$ cat src/include/conv_macros.svh
/* build-time sizes of the streaming convolver
   included by the package and by the row delay line */
`ifndef CONV_MACROS_SVH
`define CONV_MACROS_SVH

// side length of the square kernel
`define CONV_KERNEL 3

// largest image side the line buffers can hold
`define CONV_MAX_SIZE 16

// width of pixels and weights
`define CONV_PIX_BITS 8

// one full product plus four guard bits for the nine-term sum
`define CONV_ACC_BITS 20

`endif

$ cat src/conv_pkg.sv
/* shared types and derived constants of the convolver
   imported by every RTL module */
`include "conv_macros.svh"

package conv_pkg;

  localparam int unsigned KERNEL = `CONV_KERNEL;
  localparam int unsigned TAPS = KERNEL * KERNEL;  // one mac per weight
  localparam int unsigned TAP_BITS = $clog2(`CONV_MAX_SIZE - `CONV_KERNEL + 1);

  typedef logic signed [`CONV_PIX_BITS-1:0] pixel_t;
  typedef logic signed [`CONV_PIX_BITS-1:0] weight_t;
  typedef logic signed [`CONV_ACC_BITS-1:0] acc_t;

  // image side, 3 up to the max size
  typedef logic [$clog2(`CONV_MAX_SIZE + 1)-1:0] size_t;

  // stride, 1 to 3
  typedef logic [1:0] stride_t;

endpackage

$ cat src/pixel_ingress.sv
/* four-phase pixel receiver, one advance strobe per accepted pixel
   ack is held back while the result buffer lacks room */
module pixel_ingress (
  input  logic             clk_i,
  input  logic             rst_i,
  input  logic             pix_req_i,
  input  conv_pkg::pixel_t pix_data_i,
  input  logic             room_i,
  output logic             pix_ack_o,
  output logic             advance_o,
  output conv_pkg::pixel_t pixel_o
);
  import conv_pkg::*;

  typedef enum logic {S_IDLE, S_ACK} state_e;

  state_e state_q;
  logic   advance_q;
  logic   accept;
  pixel_t pixel_q;

  // new request seen while ack is low and the egress can take a result
  assign accept = (state_q == S_IDLE) && pix_req_i && room_i;

  always_ff @(posedge clk_i or posedge rst_i) begin
    if (rst_i) begin
      state_q   <= S_IDLE;
      advance_q <= 1'b0;
    end else begin
      advance_q <= accept;  // single-cycle strobe
      case (state_q)
        S_IDLE: if (accept) state_q <= S_ACK;
        S_ACK:  if (!pix_req_i) state_q <= S_IDLE;  // source released req
        default: state_q <= S_IDLE;
      endcase
    end
  end

  always_ff @(posedge clk_i) begin
    if (accept) begin
      pixel_q <= pix_data_i;  // data is stable while req is high
    end
  end

  assign pix_ack_o = (state_q == S_ACK);
  assign advance_o = advance_q;
  assign pixel_o   = pixel_q;

endmodule

$ cat src/line_delay.sv
/* row delay line for partial sums, moves only on shift
   the output tap follows the run-time image width */
`include "conv_macros.svh"

module line_delay (
  input  logic                         clk_i,
  input  logic                         rst_i,
  input  logic                         shift_i,
  input  conv_pkg::acc_t               data_i,
  input  logic [conv_pkg::TAP_BITS-1:0] tap_i,
  output conv_pkg::acc_t               data_o
);
  import conv_pkg::*;

  localparam int unsigned LEN = `CONV_MAX_SIZE - `CONV_KERNEL;

  acc_t stage_q [LEN];

  always_ff @(posedge clk_i or posedge rst_i) begin
    if (rst_i) begin
      for (int i = 0; i < LEN; i++) begin
        stage_q[i] <= '0;
      end
    end else if (shift_i) begin
      stage_q[0] <= data_i;
      for (int i = 1; i < LEN; i++) begin
        stage_q[i] <= stage_q[i-1];
      end
    end
  end

  // tap 0 is the smallest image, where the row end register meets the next row directly
  assign data_o = (tap_i == '0) ? data_i : stage_q[tap_i - 1'b1];

endmodule

$ cat src/conv_window_ctrl.sv
/* column and row tracking of the pixel being accepted
   flags the pixels that complete a kept window and the last one of the frame */
module conv_window_ctrl (
  input  logic              clk_i,
  input  logic              rst_i,
  input  logic              advance_i,
  input  conv_pkg::size_t   img_size_i,
  input  conv_pkg::stride_t stride_i,
  output logic              window_ok_o,
  output logic              last_window_o
);
  import conv_pkg::*;

  localparam size_t FIRST = size_t'(KERNEL - 1);  // first position with a full window

  size_t   col_q;
  size_t   row_q;
  stride_t col_ph_q;
  stride_t row_ph_q;
  logic    col_end;
  logic    row_end;
  logic    col_final;
  logic    row_final;

  // stride phase, restarts at the first full window position
  function automatic stride_t next_phase(size_t pos, stride_t ph);
    stride_t nxt;
    if (pos < FIRST || ph == stride_i - 2'd1) nxt = '0;
    else nxt = ph + 2'd1;
    return nxt;
  endfunction

  assign col_end = (col_q == img_size_i - size_t'(1));
  assign row_end = (row_q == img_size_i - size_t'(1));

  always_ff @(posedge clk_i or posedge rst_i) begin
    if (rst_i) begin
      col_q    <= '0;
      row_q    <= '0;
      col_ph_q <= '0;
      row_ph_q <= '0;
    end else if (advance_i) begin
      if (col_end) begin
        col_q    <= '0;
        col_ph_q <= '0;
        if (row_end) begin  // frame wraps
          row_q    <= '0;
          row_ph_q <= '0;
        end else begin
          row_q    <= row_q + size_t'(1);
          row_ph_q <= next_phase(row_q, row_ph_q);
        end
      end else begin
        col_q    <= col_q + size_t'(1);
        col_ph_q <= next_phase(col_q, col_ph_q);
      end
    end
  end

  assign window_ok_o = (col_q >= FIRST) && (row_q >= FIRST) &&
                       (col_ph_q == '0) && (row_ph_q == '0);

  // no further kept window fits to the right or below
  assign col_final = ({1'b0, col_q} + 6'(stride_i)) >= {1'b0, img_size_i};
  assign row_final = ({1'b0, row_q} + 6'(stride_i)) >= {1'b0, img_size_i};

  assign last_window_o = window_ok_o && col_final && row_final;

endmodule

$ cat src/conv_engine.sv
/* 3x3 multiply-accumulate chain over the pixel stream
   row sums pass through delay lines into the next kernel row, one cycle latency */
module conv_engine (
  input  logic              clk_i,
  input  logic              rst_i,
  input  logic              advance_i,
  input  conv_pkg::pixel_t  pixel_i,
  input  conv_pkg::weight_t weights_i [conv_pkg::TAPS],
  input  conv_pkg::size_t   img_size_i,
  input  conv_pkg::stride_t stride_i,
  output conv_pkg::acc_t    result_o,
  output logic              result_valid_o,
  output logic              result_last_o
);
  import conv_pkg::*;

  acc_t                acc_q  [TAPS];
  acc_t                addend [TAPS];
  acc_t                row_in [1:KERNEL-1];  // delayed sums of the row above
  logic [TAP_BITS-1:0] tap;
  logic                window_ok;
  logic                last_window;
  logic                valid_q;
  logic                last_q;

  assign tap = TAP_BITS'(img_size_i - size_t'(KERNEL));

  conv_window_ctrl u_ctrl (
    .clk_i        (clk_i),
    .rst_i        (rst_i),
    .advance_i    (advance_i),
    .img_size_i   (img_size_i),
    .stride_i     (stride_i),
    .window_ok_o  (window_ok),
    .last_window_o(last_window)
  );

  for (genvar r = 1; r < KERNEL; r++) begin : g_row
    line_delay u_line (
      .clk_i  (clk_i),
      .rst_i  (rst_i),
      .shift_i(advance_i),
      .data_i (acc_q[r*KERNEL-1]),  // end of the row above
      .tap_i  (tap),
      .data_o (row_in[r])
    );
  end

  always_comb begin
    for (int i = 0; i < TAPS; i++) begin
      if (i == 0) addend[i] = '0;
      else if (i % KERNEL == 0) addend[i] = row_in[i/KERNEL];  // first tap of a lower row
      else addend[i] = acc_q[i-1];
    end
  end

  always_ff @(posedge clk_i) begin
    if (advance_i) begin
      for (int i = 0; i < TAPS; i++) begin
        acc_q[i] <= acc_t'(pixel_i) * acc_t'(weights_i[i]) + addend[i];
      end
    end
  end

  // flags aligned with the final tap
  always_ff @(posedge clk_i or posedge rst_i) begin
    if (rst_i) begin
      valid_q <= 1'b0;
      last_q  <= 1'b0;
    end else begin
      valid_q <= advance_i && window_ok;
      last_q  <= advance_i && last_window;
    end
  end

  assign result_o       = acc_q[TAPS-1];
  assign result_valid_o = valid_q;
  assign result_last_o  = last_q;

endmodule

$ cat src/result_egress.sv
/* four-entry result FIFO drained by a four-phase sender
   room tells the ingress that a result in flight still fits */
module result_egress (
  input  logic           clk_i,
  input  logic           rst_i,
  input  logic           wr_i,
  input  conv_pkg::acc_t wr_data_i,
  input  logic           wr_last_i,
  output logic           room_o,
  output logic           res_req_o,
  output conv_pkg::acc_t res_data_o,
  output logic           res_last_o,
  input  logic           res_ack_i
);
  import conv_pkg::*;

  localparam int unsigned DEPTH = 4;
  localparam int unsigned PTR_BITS = $clog2(DEPTH);

  typedef enum logic [1:0] {S_IDLE, S_WAIT_HI, S_WAIT_LO} state_e;

  acc_t                data_mem [DEPTH];
  logic [DEPTH-1:0]    last_mem;
  logic [PTR_BITS-1:0] wr_ptr_q;
  logic [PTR_BITS-1:0] rd_ptr_q;
  logic [PTR_BITS:0]   count_q;
  state_e              state_q;
  acc_t                data_q;
  logic                last_q;
  logic                pop;

  assign pop    = (state_q == S_IDLE) && (count_q != '0);
  assign room_o = count_q <= (PTR_BITS + 1)'(DEPTH - 2);  // two entries free

  always_ff @(posedge clk_i) begin
    if (wr_i) begin
      data_mem[wr_ptr_q] <= wr_data_i;
      last_mem[wr_ptr_q] <= wr_last_i;
    end
    if (pop) data_q <= data_mem[rd_ptr_q];  // held for the whole transfer
  end

  always_ff @(posedge clk_i or posedge rst_i) begin
    if (rst_i) begin
      wr_ptr_q <= '0;
      rd_ptr_q <= '0;
      count_q  <= '0;
      state_q  <= S_IDLE;
      last_q   <= 1'b0;
    end else begin
      if (wr_i) wr_ptr_q <= wr_ptr_q + 1'b1;
      if (pop) begin
        rd_ptr_q <= rd_ptr_q + 1'b1;
        last_q   <= last_mem[rd_ptr_q];
      end
      count_q <= count_q + (PTR_BITS + 1)'(wr_i) - (PTR_BITS + 1)'(pop);
      case (state_q)
        S_IDLE:    if (pop) state_q <= S_WAIT_HI;
        S_WAIT_HI: if (res_ack_i) state_q <= S_WAIT_LO;  // req drops here
        S_WAIT_LO: if (!res_ack_i) state_q <= S_IDLE;
        default:   state_q <= S_IDLE;
      endcase
    end
  end

  assign res_req_o  = (state_q == S_WAIT_HI);
  assign res_data_o = data_q;
  assign res_last_o = last_q;

endmodule

$ cat src/conv_top.sv
/* streaming 2-D convolver, pixels in and results out over four-phase ports
   configuration must stay stable for the duration of a frame */
module conv_top (
  input  logic              clk_i,
  input  logic              rst_i,
  input  logic              pix_req_i,
  input  conv_pkg::pixel_t  pix_data_i,
  output logic              pix_ack_o,
  input  conv_pkg::size_t   img_size_i,
  input  conv_pkg::stride_t stride_i,
  input  conv_pkg::weight_t weights_i [conv_pkg::TAPS],
  output logic              res_req_o,
  output conv_pkg::acc_t    res_data_o,
  output logic              res_last_o,
  input  logic              res_ack_i
);
  import conv_pkg::*;

  logic   advance;
  pixel_t pixel;
  logic   room;
  logic   result_valid;
  logic   result_last;
  acc_t   result;

  pixel_ingress u_ingress (
    .clk_i     (clk_i),
    .rst_i     (rst_i),
    .pix_req_i (pix_req_i),
    .pix_data_i(pix_data_i),
    .room_i    (room),
    .pix_ack_o (pix_ack_o),
    .advance_o (advance),
    .pixel_o   (pixel)
  );

  conv_engine u_engine (
    .clk_i         (clk_i),
    .rst_i         (rst_i),
    .advance_i     (advance),
    .pixel_i       (pixel),
    .weights_i     (weights_i),
    .img_size_i    (img_size_i),
    .stride_i      (stride_i),
    .result_o      (result),
    .result_valid_o(result_valid),
    .result_last_o (result_last)
  );

  result_egress u_egress (
    .clk_i     (clk_i),
    .rst_i     (rst_i),
    .wr_i      (result_valid),
    .wr_data_i (result),
    .wr_last_i (result_last),
    .room_o    (room),
    .res_req_o (res_req_o),
    .res_data_o(res_data_o),
    .res_last_o(res_last_o),
    .res_ack_i (res_ack_i)
  );

endmodule

$ cat config.mk
export PLATFORM = sky130hd
export DESIGN_NAME = conv_top
export DESIGN_NICKNAME = d
export VERILOG_FILES = /design/src/conv_pkg.sv /design/src/pixel_ingress.sv /design/src/line_delay.sv /design/src/conv_window_ctrl.sv /design/src/conv_engine.sv /design/src/result_egress.sv /design/src/conv_top.sv
export VERILOG_INCLUDE_DIRS = /design/src /design/src/include
export SDC_FILE = /design/constraint.sdc
export NUM_CORES = 2
export LEC_CHECK = 0
export ABC_AREA = 1
export BUFFER_PORTS_ARGS = -buffer_cell sky130_fd_sc_hd__buf_2
export CAP_MARGIN = 10
export CORE_ASPECT_RATIO = 1.75
export CORE_MARGIN = 2
export CORE_UTILIZATION = 30
export CTS_BUF_LIST = sky130_fd_sc_hd__clkbuf_4
export DETAILED_ROUTE_END_ITERATION = 8
export HOLD_SLACK_MARGIN = 0.02
export PLACE_DENSITY = 0.53
export SLEW_MARGIN = 20
export SYNTH_ARGS = -nofsm -noshare
export SYNTH_HDL_FRONTEND = slang
export SYNTH_HIERARCHICAL = 1
export SYNTH_SLANG_ARGS = --single-unit
$ cat constraint.sdc
create_clock -name clk_i -period 8.05 [get_ports clk_i]
set_input_delay 0 -clock clk_i [delete_from_list [all_inputs] [get_ports clk_i]]
set_output_delay 0 -clock clk_i [all_outputs]
set_load 0.05 [all_outputs]
==> results_tabular.tex <==
\begin{tabular}{lr}
\hline
Metric & Value \\
\hline
\multicolumn{2}{l}{\textbf{Outcome}} \\
Outcome & finished clean \\
\multicolumn{2}{l}{\textbf{Place}} \\
Count of port buffers added during placement & 113 \\
Final RePlAce weighted congestion & 0.850 \\
Placed wire-length estimate & 135 mm \\
\multicolumn{2}{l}{\textbf{Global route}} \\
Total grt overflow & 0 \\
Met1 Track Usage GR & 17.8\% \\
Met3 Usage GRT & 2.38\% \\
Initial antenna violation count & 35 \\
GRT Overall Usage & 15.8\% \\
Most Used Layer, Global Route & met2 \\
Number of global-route vias before repair & 57600 \\
Global-route wire length before repair & 304 mm \\
Fraction of met2 tracks used by global routing & 29.5\% \\
Maximum number of pins on one net before global-route repair & 228 \\
\multicolumn{2}{l}{\textbf{Synth}} \\
FF+latch count, synth & 836 \\
Library cell with the largest summed area after synthesis & fa\_1 \\
Yosys cell types & 48 \\
Post-synthesis area per instance & 8.23 um\^{}2 \\
Fraction of post-synthesis cell area in the top cell type by area & 21.4\% \\
Post-synthesis instance area & 0.0706 mm\^{}2 \\
Cells after Synth & 8574 \\
Syn\_nets & 9848 \\
Post-synth EDFFs & 288 \\
Main synth FF type & dfrtp\_1 \\
Leading post-synthesis cells by instance count & nand2\_1 (2499), inv\_1 (1886), fa\_1 (754) \\
Largest cells by area after synthesis & fa\_1 (21\%), dfrtp\_1 (19\%), nand2\_1 (13\%) \\
Most common cell in the netlist & nand2\_1 \\
Share of the yosys chip area belonging to registers & 31.7\% \\
Synth warnings & 6 \\
FFs w/ async S/R, synth & 65.6\% \\
\multicolumn{2}{l}{\textbf{Detailed routing}} \\
Drt initial violations & 2823 \\
Vias post-DR & 53900 \\
Drc violations & 0 \\
Drt total wl & 186 mm \\
Average vias per placed instance & 4.50 \\
First-pass iteration count of the detailed router & 5 \\
Routed wire length per instance & 15.5 um \\
Routed Antenna Nets & 0 \\
\multicolumn{2}{l}{\textbf{Floorplan}} \\
Site Rows & 235 \\
Placeable core area & 0.234 mm\^{}2 \\
IO Count & 114 \\
Floorplan die height & 646 um \\
Die Outline Area & 0.239 mm\^{}2 \\
Die outline width & 371 um \\
Starting density of the core & 30.1\% \\
\multicolumn{2}{l}{\textbf{STA}} \\
Aggregate negative setup slack & 0 ns \\
Final critical delay including setup and external delays & 6.26 ns \\
Final Skew & 0.0691 ns \\
Max Clock Freq & 0.160 GHz \\
Final setup violation count & 0 \\
Worst slew slack as a fraction of its limit & 24.6\% \\
Pins Over Slew Limit & 0 \\
Actual transition at the worst max-transition pin & 1.13 ns \\
Count of final hold-check violations & 0 \\
Setup repair after global routing missed its margin & no \\
Period utilisation layout & 77.8\% \\
\multicolumn{2}{l}{\textbf{Finish}} \\
Fraction of final layout cells with drive strength greater than 1 & 6.66\% \\
Area growth from synthesis to final layout & 10.6\% \\
Share of the core filled with cells & 33.3\% \\
Nets@finish & 9978 \\
\multicolumn{2}{l}{\textbf{Worst setup path}} \\
Critical Path Sink Type & flop \\
Critical register-to-register path startpoint & u\_ingress/pixel\_o[7] \\
Maximum fanout along the worst path & 78 \\
Category of the critical setup timing path & in2reg \\
Slowest CP cell & fa\_1 \\
Levels on crit path & 28 \\
Critical path required time & 8.91 ns \\
Combined buffer and inverter count along the critical path & 8 \\
Crit path max-delay family & adder cells \\
Worst setup path startpoint & img\_size\_i[0] \\
Critical Path Sink & u\_engine/acc\_q[0][78] \\
Worst endpoint data arrival time & 7.12 ns \\
R2r worst-path depth & 17 \\
Most Frequent Cell on Critical Path & nand2\_1 \\
Worst R2R End & u\_engine/acc\_q[0][119] \\
Startpoint type of the worst setup path & input port \\
R2R Setup Slk & 2.40 ns \\
Crit path largest cell delay & 0.59 ns \\
\multicolumn{2}{l}{\textbf{Clock network}} \\
Clock Tree Buf Depth & 4 \\
Post-CTS setup buffer count & 0 \\
CTS tree & yes \\
Clock net sink count & 836 \\
Level count of the clock H-tree & 4 \\
Clock-pin slew reported for the worst setup and hold paths after clock tree synthesis & 0.07 ns \\
Buffer type at the clock tree root & clkbuf\_4 \\
Clock Latency Late Sink & 1.17 ns \\
TritonCTS Buffers & 235 \\
Number of gates resized after cts & 0 \\
\multicolumn{2}{l}{\textbf{Min path}} \\
Path class of the lowest-slack min-delay path & in2reg \\
\multicolumn{2}{l}{\textbf{Flow run}} \\
Max cap viols & 0 \\
\hline
\end{tabular}
worst register-to-register path, delay by kind of cell, from the launching register on:
| family | cells | cell delay [ns] |
|---|---|---|
| AO/OA/AOI/OAI | 1 | 0.30 |
| adder cells (fa/ha/maj) | 6 | 2.69 |
| flip-flops | 1 | 0.40 |
| AND/OR/NAND/NOR | 7 | 1.05 |
| buffers and inverters | 3 | 0.98 |
per-layer routing:
layer  part of all wire (%)  wire length [um]
met1                     39             72500
met2                     53             98500
met3                    4.2              7850
met4                    3.8              7000
met5                  0.074               137
layout make-up:
class	instances	area [um^2]
Fill cell	24900	156000
Multi-Input combinational cell	5435	39300
Sequential cell	836	22400
Inverter	1905	7180
Tap cell	3081	3850
Clock buffer	336	2520
Timing Repair Buffer	291	2460
Clock inverter	69	362
Antenna cell	22	55.1
what timing repair did:
item,in CTS,in global routing
setup endpoints to repair,0,0
hold buffers,133,0
endpoints found under the hold margin,616,0
through the flow:
stage          cell area (um^2)  hold slack, ns  instances  worst slack (ns)
6_report                  78100           0.151      12000              1.79
2_1_floorplan             70600          -0.259       8574             0.895
3_3_place_gp              73800           0.181      11400              1.22
3_5_place_dp              73800           0.181      11400              1.19
4_1_cts                   78000          0.0252      12000              1.91
5_1_grt                   78000          0.0535      12000              1.55
logic make-up (layout without fill, tap and decap cells):
| kind of cell | count (synthesis) | count (layout) | synth area share [%] |
|---|---|---|---|
| buf+inv | 2303 | 2601 | 12.8 |
| simple gates | 3330 | 3330 | 19.1 |
| xor+xnor | 134 | 134 | 1.66 |
| flops | 836 | 836 | 31.7 |
| other cells | 0 | 22 | 0 |
| fa+ha+maj | 1183 | 1183 | 29.0 |
| compound gates | 788 | 788 | 5.78 |
registers in the layout, summed over array words and instances, names as in the netlist, 3 cells and up:
signal                         cells
u_engine/u_ctrl/col_q              5
u_egress/res_data_o               20
u_ingress/pixel_o                  8
u_egress/data_mem                 80
u_egress/last_mem                  4
u_engine/acc_q                   176
u_engine/g_row.u_line/stage_q    520
u_engine/u_ctrl/row_q              5
u_egress/count_q                   3
cell usage in the layout, fill, tap and decap left out, drive strengths merged, types with 4 or more instances in the layout:
master	synthesis	final
nand2	2518	2518
inv	1898	1900
fa	754	754
o21ai	614	614
dfrtp	548	548
nand3	523	523
ha	429	429
clkbuf	184	336
edfxtp	288	288
nor2	204	204
buf	214	159
dlygate4sd3	0	132
a21oi	126	126
xor2	108	108
clkinv	7	70
nor3	48	48
xnor2	26	26
diode	0	22
o22ai	20	20
nand4	16	16
o21a	13	13
o21bai	9	9
or2	9	9
and2	7	7
nand3b	4	4
worst min path at each step:
stage                   from                       to  slack, ns  depth (start not counted)
5_1_grt        pix_data_i[7]     u_ingress/pixel_o[7]       0.05                          3
2_1_floorplan          rst_i   u_engine/result_last_o      -0.26                          1
3_3_place_gp           rst_i  u_engine/result_valid_o       0.18                          2
3_5_place_dp   pix_data_i[5]     u_ingress/pixel_o[5]       0.18                          1
6_report       pix_data_i[7]     u_ingress/pixel_o[7]       0.15                          3
4_1_cts        pix_data_i[7]     u_ingress/pixel_o[7]       0.03                          3
Power is left out: the tool's default activity adds up to more than one toggle a clock period on the data nets, which glitch-free logic cannot reach.
